==> src/hdl/mem_pkg.sv <==
package mem_pkg;

    // widths fixed by the burst bus and the cache line size
    localparam int ADDR_W         = 32;
    localparam int LINE_W         = 256;
    localparam int BEAT_W         = 64;
    localparam int BEATS_PER_LINE = 4;

    // 32-byte lines, low address bits pick a byte inside the line
    localparam int OFFSET_W = 5;

    typedef logic [ADDR_W-1:0] addr_t;
    typedef logic [LINE_W-1:0] line_t;
    typedef logic [BEAT_W-1:0] beat_t;

    // counts beats 0 to 3 inside one burst
    typedef logic [$clog2(BEATS_PER_LINE)-1:0] beat_idx_t;

    // one cache line request, held as a level until the response pulse
    // icache keeps write low
    typedef struct packed {
        logic  read;
        logic  write;
        addr_t addr;
        line_t wdata;
    } line_req_t;

    // true while a requester asks for a transfer
    function automatic logic req_active(input line_req_t req);
        return req.read | req.write;
    endfunction

    // strip the byte offset, memory works on whole lines
    function automatic addr_t line_base(input addr_t addr);
        addr_t base;
        base = addr;
        base[OFFSET_W-1:0] = '0;
        return base;
    endfunction

endpackage

==> src/hdl/line_arbiter.sv <==
`timescale 1ns/1ps

module line_arbiter (
    input  logic                clk,
    input  logic                rst,

    // instruction cache side
    input  mem_pkg::line_req_t  icache_req_i,
    output logic                icache_resp_o,
    output mem_pkg::line_t      icache_rdata_o,

    // data cache side
    input  mem_pkg::line_req_t  dcache_req_i,
    output logic                dcache_resp_o,
    output mem_pkg::line_t      dcache_rdata_o,

    // towards the burst adaptor
    output mem_pkg::line_req_t  mem_req_o,
    input  logic                mem_resp_i,
    input  mem_pkg::line_t      mem_rdata_i
);

    import mem_pkg::*;

    // idle -> serving until adaptor resp -> one recover cycle -> idle
    typedef enum logic [1:0] {
        ARB_IDLE,
        ARB_SERVE,
        ARB_RECOVER
    } arb_state_t;

    arb_state_t state_q;
    arb_state_t state_d;

    // one-hot record of the winner, both low when nobody owns the port
    logic grant_icache_q;
    logic grant_icache_d;
    logic grant_dcache_q;
    logic grant_dcache_d;

    logic serving;

    assign serving = (state_q == ARB_SERVE);

    always_comb begin
        state_d        = state_q;
        grant_icache_d = grant_icache_q;
        grant_dcache_d = grant_dcache_q;

        unique case (state_q)
            ARB_IDLE: begin
                // data cache has priority when both ask together
                if (req_active(dcache_req_i)) begin
                    state_d        = ARB_SERVE;
                    grant_dcache_d = 1'b1;
                end else if (req_active(icache_req_i)) begin
                    state_d        = ARB_SERVE;
                    grant_icache_d = 1'b1;
                end
            end
            ARB_SERVE: begin
                // grant held until the line comes back
                if (mem_resp_i) begin
                    state_d        = ARB_RECOVER;
                    grant_icache_d = 1'b0;
                    grant_dcache_d = 1'b0;
                end
            end
            ARB_RECOVER: begin
                // winner drops its request here, so it is not seen twice
                state_d = ARB_IDLE;
            end
            default: begin
                state_d        = ARB_IDLE;
                grant_icache_d = 1'b0;
                grant_dcache_d = 1'b0;
            end
        endcase
    end

    always_ff @(posedge clk) begin
        if (rst) begin
            state_q        <= ARB_IDLE;
            grant_icache_q <= 1'b0;
            grant_dcache_q <= 1'b0;
        end else begin
            state_q        <= state_d;
            grant_icache_q <= grant_icache_d;
            grant_dcache_q <= grant_dcache_d;
        end
    end

    // forward the granted request as is
    // nothing leaves outside the serving state
    always_comb begin
        mem_req_o = '0;
        if (serving && grant_dcache_q) begin
            mem_req_o = dcache_req_i;
        end else if (serving && grant_icache_q) begin
            mem_req_o = icache_req_i;
        end
    end

    // response pulse passes straight through to the winner only
    assign icache_resp_o = mem_resp_i & serving & grant_icache_q;
    assign dcache_resp_o = mem_resp_i & serving & grant_dcache_q;

    // line steered the same way, loser sees zeros
    assign icache_rdata_o = grant_icache_q ? mem_rdata_i : '0;
    assign dcache_rdata_o = grant_dcache_q ? mem_rdata_i : '0;

endmodule

==> src/hdl/line_burst_adaptor.sv <==
`timescale 1ns/1ps

module line_burst_adaptor (
    input  logic                clk,
    input  logic                rst,

    // line side, from the arbiter
    input  mem_pkg::line_req_t  req_i,
    output logic                resp_o,
    output mem_pkg::line_t      rdata_o,

    // burst memory side
    output mem_pkg::addr_t      bmem_address_o,
    output logic                bmem_read_o,
    output logic                bmem_write_o,
    output mem_pkg::beat_t      bmem_wdata_o,
    input  mem_pkg::beat_t      bmem_rdata_i,
    input  logic                bmem_resp_i
);

    import mem_pkg::*;

    typedef enum logic [1:0] {
        AD_IDLE,
        AD_READ,
        AD_WRITE,
        AD_DONE
    } ad_state_t;

    ad_state_t state_q;
    ad_state_t state_d;

    // beat currently on the bus
    beat_idx_t beat_q;
    beat_idx_t beat_d;

    // line buffer and the latched line address
    line_t line_q;
    addr_t addr_q;

    logic start;
    logic last_beat;
    logic beat_done;

    // a new transfer is only taken from idle
    assign start = (state_q == AD_IDLE) && req_active(req_i);

    assign last_beat = (beat_q == beat_idx_t'(BEATS_PER_LINE - 1));

    // memory accepted or delivered one beat this cycle
    assign beat_done = bmem_resp_i && ((state_q == AD_READ) || (state_q == AD_WRITE));

    always_comb begin
        state_d = state_q;
        beat_d  = beat_q;

        unique case (state_q)
            AD_IDLE: begin
                beat_d = '0;
                // write before read, the two never come together
                if (req_i.write) begin
                    state_d = AD_WRITE;
                end else if (req_i.read) begin
                    state_d = AD_READ;
                end
            end
            AD_READ, AD_WRITE: begin
                // memory may stall before the first beat
                // after that beats come back to back
                if (bmem_resp_i) begin
                    beat_d = beat_q + 1'b1;
                    if (last_beat) begin
                        state_d = AD_DONE;
                    end
                end
            end
            AD_DONE: begin
                // resp pulse cycle
                state_d = AD_IDLE;
            end
            default: begin
                state_d = AD_IDLE;
                beat_d  = '0;
            end
        endcase
    end

    always_ff @(posedge clk) begin
        if (rst) begin
            state_q <= AD_IDLE;
            beat_q  <= '0;
        end else begin
            state_q <= state_d;
            beat_q  <= beat_d;
        end
    end

    // payload path
    always_ff @(posedge clk) begin
        if (start) begin
            addr_q <= line_base(req_i.addr);
            // write line kept whole, beats picked out later
            if (req_i.write) begin
                line_q <= req_i.wdata;
            end
        end else if (beat_done && (state_q == AD_READ)) begin
            // beat k lands at line bits 64k upward
            line_q[beat_q*BEAT_W +: BEAT_W] <= bmem_rdata_i;
        end
    end

    // burst request held level until the memory finishes
    assign bmem_read_o    = (state_q == AD_READ);
    assign bmem_write_o   = (state_q == AD_WRITE);
    assign bmem_address_o = addr_q;

    // beat 0 shows as soon as write goes high, next one after each resp
    assign bmem_wdata_o = line_q[beat_q*BEAT_W +: BEAT_W];

    // one cycle after the fourth beat
    assign resp_o  = (state_q == AD_DONE);
    assign rdata_o = line_q;

endmodule

==> src/hdl/mem_subsys.sv <==
`timescale 1ns/1ps

module mem_subsys (
    input  logic                clk,
    input  logic                rst,

    // instruction cache physical memory port
    input  mem_pkg::line_req_t  icache_req_i,
    output logic                icache_resp_o,
    output mem_pkg::line_t      icache_rdata_o,

    // data cache physical memory port
    input  mem_pkg::line_req_t  dcache_req_i,
    output logic                dcache_resp_o,
    output mem_pkg::line_t      dcache_rdata_o,

    // shared burst memory port
    output mem_pkg::addr_t      bmem_address_o,
    output logic                bmem_read_o,
    output logic                bmem_write_o,
    output mem_pkg::beat_t      bmem_wdata_o,
    input  mem_pkg::beat_t      bmem_rdata_i,
    input  logic                bmem_resp_i
);

    import mem_pkg::*;

    // granted request and its answer between arbiter and adaptor
    line_req_t arb_req;
    logic      arb_resp;
    line_t     arb_rdata;

    // picks one cache at a time
    line_arbiter line_arbiter_i (
        .clk            (clk),
        .rst            (rst),
        .icache_req_i   (icache_req_i),
        .icache_resp_o  (icache_resp_o),
        .icache_rdata_o (icache_rdata_o),
        .dcache_req_i   (dcache_req_i),
        .dcache_resp_o  (dcache_resp_o),
        .dcache_rdata_o (dcache_rdata_o),
        .mem_req_o      (arb_req),
        .mem_resp_i     (arb_resp),
        .mem_rdata_i    (arb_rdata)
    );

    // line to four-beat burst and back
    line_burst_adaptor line_burst_adaptor_i (
        .clk            (clk),
        .rst            (rst),
        .req_i          (arb_req),
        .resp_o         (arb_resp),
        .rdata_o        (arb_rdata),
        .bmem_address_o (bmem_address_o),
        .bmem_read_o    (bmem_read_o),
        .bmem_write_o   (bmem_write_o),
        .bmem_wdata_o   (bmem_wdata_o),
        .bmem_rdata_i   (bmem_rdata_i),
        .bmem_resp_i    (bmem_resp_i)
    );

endmodule
==> config.mk <==
export PLATFORM = sky130hd
export DESIGN_NAME = mem_subsys
export DESIGN_NICKNAME = d
export VERILOG_FILES = /design/src/hdl/mem_pkg.sv /design/src/hdl/line_arbiter.sv /design/src/hdl/line_burst_adaptor.sv /design/src/hdl/mem_subsys.sv
export SDC_FILE = /design/constraint.sdc
export NUM_CORES = 1
export LEC_CHECK = 0
export BUFFER_PORTS_ARGS = -buffer_cell sky130_fd_sc_hd__buf_2
export CORE_AREA = 3 3 488 490
export CTS_CLUSTER_DIAMETER = 120
export DETAILED_ROUTE_END_ITERATION = 10
export DIE_AREA = 0 0 491 493
export PLACE_DENSITY_LB_ADDON = 0.1
export SYNTH_ARGS = -nofsm -noshare
export SYNTH_HDL_FRONTEND = slang
export SYNTH_SLANG_ARGS = --single-unit
==> constraint.sdc <==
create_clock -name clk -period 5.6 [get_ports clk]
set_input_delay 1.12 -clock clk [delete_from_list [all_inputs] [get_ports clk]]
set_output_delay 1.12 -clock clk [all_outputs]
set_load 0.005 [all_outputs]
-- Word level (Yosys, flattened, before mapping)
Cells that the tools add are included.
- output and inout bits: 612
- bits in registers: 291
- logic and storage cells: 76
- shift operators: 3
- reduce and logical (&&, ||, !) cells: 17
- mux-type cells: 25
- equality and inequality tests: 15
- bitwise operators: 7
- $add $sub $neg: 2
- operator list (operator ; count):
    $mux 256 ; 5
    $mux 290 ; 2
    $bwmux 256 ; 1
    $shift 64x34->256 const A ; 1
    $shiftx 256x9->64 ; 1
    $shiftx 64x34->256 ; 1
    $neg 8->34 ; 1
    $mux 2 ; 8
    $ne 2x1->1 const B ; 5
    $eq 2x2->1 const B ; 4
    $pmux 2 s2 ; 2
    $ne 3x1->1 const B ; 2
    $pmux 1 s3 ; 2
    $pmux 2 s3 ; 1
    $reduce_and 2->1 ; 3
    $reduce_and 3->1 ; 2
    $logic_and 1x1->1 ; 5
    $eq 2x1->1 const B ; 2
    $logic_not 2->1 ; 2
    $mux 1 ; 4
    $ne 2x2->1 const B ; 2
    $reduce_and 4->1 ; 1
    $reduce_bool 2->1 ; 2
    $and 1x1->1 ; 3
    other kinds (5) ; 7

-- Depth between registers and ports, before layout
- depth after elaboration: 8
- depth in mapped cells: 9

-- By module
From an unflattened synthesis, not the netlist that was laid out.
- cells, all modules: 1741
- area, all modules: 20299.5 sq um
- modules (own cells, without submodules) (module ; cells each ; times used ; area an instance (sq um) ; sequential area each (sq um)):
    line_burst_adaptor ; 797 ; 1 ; 13594.3 ; 8578.2
    line_arbiter ; 944 ; 1 ; 6705.2 ; 80.1

-- Worst setup path before layout
OpenSTA, ideal clock, no wires.
- path kind: input -> register
- start point: input port icache_req_i[288] (netlist bit)
- end point: register line_burst_adaptor_i.line_q[0], in the netlist line_burst_adaptor_i.rdata_o[0] (enable)
- stages: 7
- data required time: 5173 ps
- arrival: 3884 ps
- path buffers: 2
- setup slack: 1289 ps
- cells stage by stage: o21ai_1 -> o21ai_2 -> nand3_1 -> buf_2 -> buf_6 -> inv_1 -> o22a_1
- word-level cells in the longest chain between the ends: 6
- elaborated cells on any way between the ends: 7
- classes of those cells: 1 x eq/ne; 2 x mux; 1 x bitwise; 3 x reduce/logical
- ends and longest elaborated chain (what ; line ; RTL):
    start, declared ; mem_subsys.sv:8 ; input mem_pkg::line_req_t icache_req_i,
    $mux 290 * ; line_arbiter.sv:99 ; end else if (serving && grant_icache_q) begin
    $mux 290 * ; line_arbiter.sv:97 ; if (serving && grant_dcache_q) begin
    $or 1x1->1 * ; mem_pkg.sv:30 ; return req.read | req.write;
    $logic_and 1x1->1 * ; line_burst_adaptor.sv:46 ; assign start = (state_q == AD_IDLE) && req_active(req_i);
    net line_burst_adaptor_i.start ; line_burst_adaptor.sv:41 ; logic start;
    $ne 2x1->1 (no line) / $reduce_bool 2->1 (equally long branches) ; - ;
    $reduce_and 2->1 (no line) * ; - ;
    end signal, assigned ; line_burst_adaptor.sv:104 ; line_q <= req_i.wdata;
    end signal, assigned by index ; line_burst_adaptor.sv:108 ; line_q[beat_q*BEAT_W +: BEAT_W] <= bmem_rdata_i;
    end, declared ; line_burst_adaptor.sv:38 ; line_t line_q;
Mark *: on every way through the listed nets, which the timed path passes. The rest lies on a longest branch.
A chain may end at the register's enable or synchronous reset.

-- Worst setup path after layout
- start point: register line_arbiter_i.grant_dcache_q
- end point: output port dcache_rdata_o[241]
- word-level cells in the longest chain between the ends: 1
- ends and longest elaborated chain (what ; line ; RTL):
    start, declared ; line_arbiter.sv:38 ; logic grant_dcache_q;
    start signal, assigned ; line_arbiter.sv:89 ; grant_dcache_q <= grant_dcache_d;
    $mux 256 ; line_arbiter.sv:110 ; assign dcache_rdata_o = grant_dcache_q ? mem_rdata_i : '0;
    end, declared ; mem_subsys.sv:15 ; output mem_pkg::line_t dcache_rdata_o,
Every way passes these cells.

==> flow_metrics.tcl <==
set metrics [dict create \
    internal_power_uw 5400 \
    reg2regPathDepth 7 \
    cts_resized 0 \
    crit_start "line_arbiter_i.grant_dcache_q" \
    holdPathStages 1 \
    powerDensity_nw_per_um2 260 \
    via_per_inst 3.38 \
    final-max-slew-violation-count 0 \
    fin_nets 3731 \
    syn_avg_cell_area_um2 11.0 \
    grt_pass1_vias 22000 \
    synthDistinctLibCells 47 \
    ys_seq_area_frac 0.406 \
    synth-edff-count 283 \
    leakage_uw 0.0144 \
    r2r_setup_slack_ns 2.02 \
    cts_buffer_depth 3 \
    dp_hpwl_um 149000 \
    drv_cap 0 \
    worst-slew-pin-transition_ns 0.929 \
    seqPwrFrac 0.357 \
    finalHoldViolations 0 \
    period_share 0.744 \
    yosysTopAreaCellShare 0.399 \
    cp.arrival_ns 3.05 \
    swShare 0.359 \
    setup_violations 0 \
    insertion_delay_ns 0.64 \
    outcome "complete, no violations" \
    grt_max_degree 126 \
    globalRouteTotalUtil 0.145 \
    dieArea_um2 242000 \
    cts_tree "built" \
    path_clk_slew_ns 0.06 \
    yosys.area.top_type "edfxtp_1" \
    ys_ff_latch 291 \
    drive_gt1_frac 0.492 \
    cts_made_buffers 48 \
    finClkSkew_ns 0.0255 \
    required_ns 4.48 \
    drc 0 \
    syn_inst 1931 \
    wl_per_cell_um 29.2 \
    drtIter0Drc 1511 \
    power_frac_comb 0.286 \
    cts_setup_buffers 0 \
    r2r-end "line_burst_adaptor_i.rdata_o[30]" \
    start_util 0.0909 \
    peakVddDrop_uv 210 \
    antenna_found_initial 132 \
    grt_pass1_wl_um 235000 \
    ys_async_sr_fraction 0 \
    num_vias 21300 \
    min_to "line_arbiter_i.state_q[0]" \
    holdBufCountCts 0 \
    max_slew_margin 0.380 \
    p_clk_frac 0.358 \
    crit_type "reg -> out" \
    final_core_util 0.138 \
    h-tree-depth 2 \
    n_fill_cell 26800 \
    clock-sinks 291 \
    ios 1259 \
    globalplace.congestion 0.836 \
    worstHoldPathType "reg -> reg" \
    totalWireLength_um 184000 \
    dr.pass1.iters 5 \
    rsz0062_at_grt "false" \
    cp_max_fo 60 \
    io_buffers 1243 \
    fin_setup_tns_ns 0 \
    synthTopCellsByArea "edfxtp_1, and2_1, mux2i_1" \
    ant_nets 0 \
    crit_path_end_kind "output pin" \
    min_period_ns 4.17 \
    cts-root-buf "clkbuf_16" \
    critPathLaunchType "flop" \
    synth_warnings 0 \
    min-delay-start "line_arbiter_i.state_q[1]" \
    overflow 0 \
    r2r-start "line_arbiter_i.grant_dcache_q" \
    synthFlopType "edfxtp_1" \
    netlist_area_um2 21300 \
    synthToLayoutAreaGrowth_pct 51.8 \
    num_rows 178 \
    timing.fmax_ghz 0.240 \
    dieWidth_um 491 \
    p_sw_uw 3020 \
    fp.dieH_um 493 \
    core_um2 235000 \
]
worst max path at each step:
stage / depth (start not counted) / end / slack [ns]
3_3_place_gp: 8 / line_burst_adaptor_i.rdata_o[30] / 1.42
2_1_floorplan: 7 / line_burst_adaptor_i.rdata_o[0] / 1.29
6_report: 4 / dcache_rdata_o[241] / 1.43
5_1_grt: 4 / dcache_rdata_o[166] / 1.21
3_5_place_dp: 8 / line_burst_adaptor_i.rdata_o[30] / 1.45
4_1_cts: 4 / dcache_rdata_o[241] / 1.22
per-stage QoR:
stage | instance area (µm²) | power [µW] | std cells | hold WS [ns] | setup slack, ns
5_1_grt | 32300 | 8890 | 6268 | 0.546 | 1.21
4_1_cts | 32300 | 8710 | 6263 | 0.514 | 1.22
6_report | 32400 | 8430 | 6289 | 0.513 | 1.43
2_1_floorplan | 21300 | 4000 | 1935 | 0.446 | 1.29
3_3_place_gp | 30800 | 5570 | 6174 | 0.513 | 1.42
3_5_place_dp | 30800 | 5560 | 6174 | 0.503 | 1.45
cells by family (layout without fill, tap and decap cells):
family,count (synthesis),count (layout),share of synthesized area
adders and majority gates,10,10,0.00587
DFF,291,291,0.406
AOI/OAI and AO/OA,302,302,0.129
buffers and inverters,205,1383,0.0660
and+or+nand+nor,799,799,0.204
muxes,323,323,0.189
other,1,31,0.000176
flip-flops by register name, indices dropped and copies added (netlist names):
register and count:
line_arbiter_i.grant_icache_q 1, line_burst_adaptor_i.beat_q 2, line_burst_adaptor_i.state_q 2, line_burst_adaptor_i.rdata_o 256, line_arbiter_i.state_q 2, line_burst_adaptor_i.bmem_address_o 27, line_arbiter_i.grant_dcache_q 1
power by group through the flow:
stage,Sequential [µW],Combinational [µW],Clock (µW)
3_3_place_gp,3060,2500,0
5_1_grt,3040,2610,3240
2_1_floorplan,2790,1200,0
4_1_cts,3020,2500,3180
3_5_place_dp,3070,2490,0
6_report,3000,2410,3020
cell type report:
| class | instances | area, µm² | share of cell area |
|---|---|---|---|
| Multi-Input combinational cell | 1439 | 11400 | 0.351 |
| Timing Repair Buffer | 1289 | 6790 | 0.210 |
| Antenna cell | 26 | 65.1 | 0.00201 |
| Inverter | 5 | 18.8 | 0.000580 |
| Clock buffer | 62 | 1310 | 0.0403 |
| Sequential cell | 291 | 8670 | 0.268 |
| Clock inverter | 27 | 194 | 0.00599 |
| Tap cell | 3150 | 3940 | 0.122 |
cell usage in the layout (no fill, tap or decap), types with 10 or more instances in the layout:
cell type / synthesis / routed
a22oi_2: 90 / 90
buf_4: 22 / 28
clkbuf_16: 0 / 49
clkbuf_1: 69 / 10
edfxtp_1: 283 / 283
a22o_1: 27 / 27
buf_12: 0 / 18
nand2_1: 259 / 259
clkinv_1: 0 / 10
mux2i_1: 258 / 258
mux4_2: 64 / 64
and2_1: 513 / 512
diode_2: 0 / 26
a22oi_1: 167 / 167
ha_1: 10 / 10
buf_2: 38 / 1243
critical path: stages (launching register included):
cell and delay, ns:
dfxtp_4 0.73, buf_4 0.52, buf_4 0.58, and2_1 0.28
buf_2 0.14
cells in the mapped netlist, types with 4 or more instances:
library cell	count
dfxtp_1	8
a22oi_2	90
ha_1	10
inv_1	4
edfxtp_1	283
clkbuf_1	69
a22oi_1	167
nand2_1	259
buf_6	66
and2_1	513
nor2_1	9
buf_2	38
mux4_2	64
buf_1	4
a22o_1	27
mux2i_1	258
buf_4	22
routing by layer:
metal,share of wire,global-route usage,vias up
li1,-,-,9341
met1,0.43,0.184,10500
met2,0.46,0.240,1099
met3,0.090,0.0506,258
met4,0.018,0.0257,80
met5,0.0028,0,-
No activity file was read; power rests on OpenSTA's default activity.
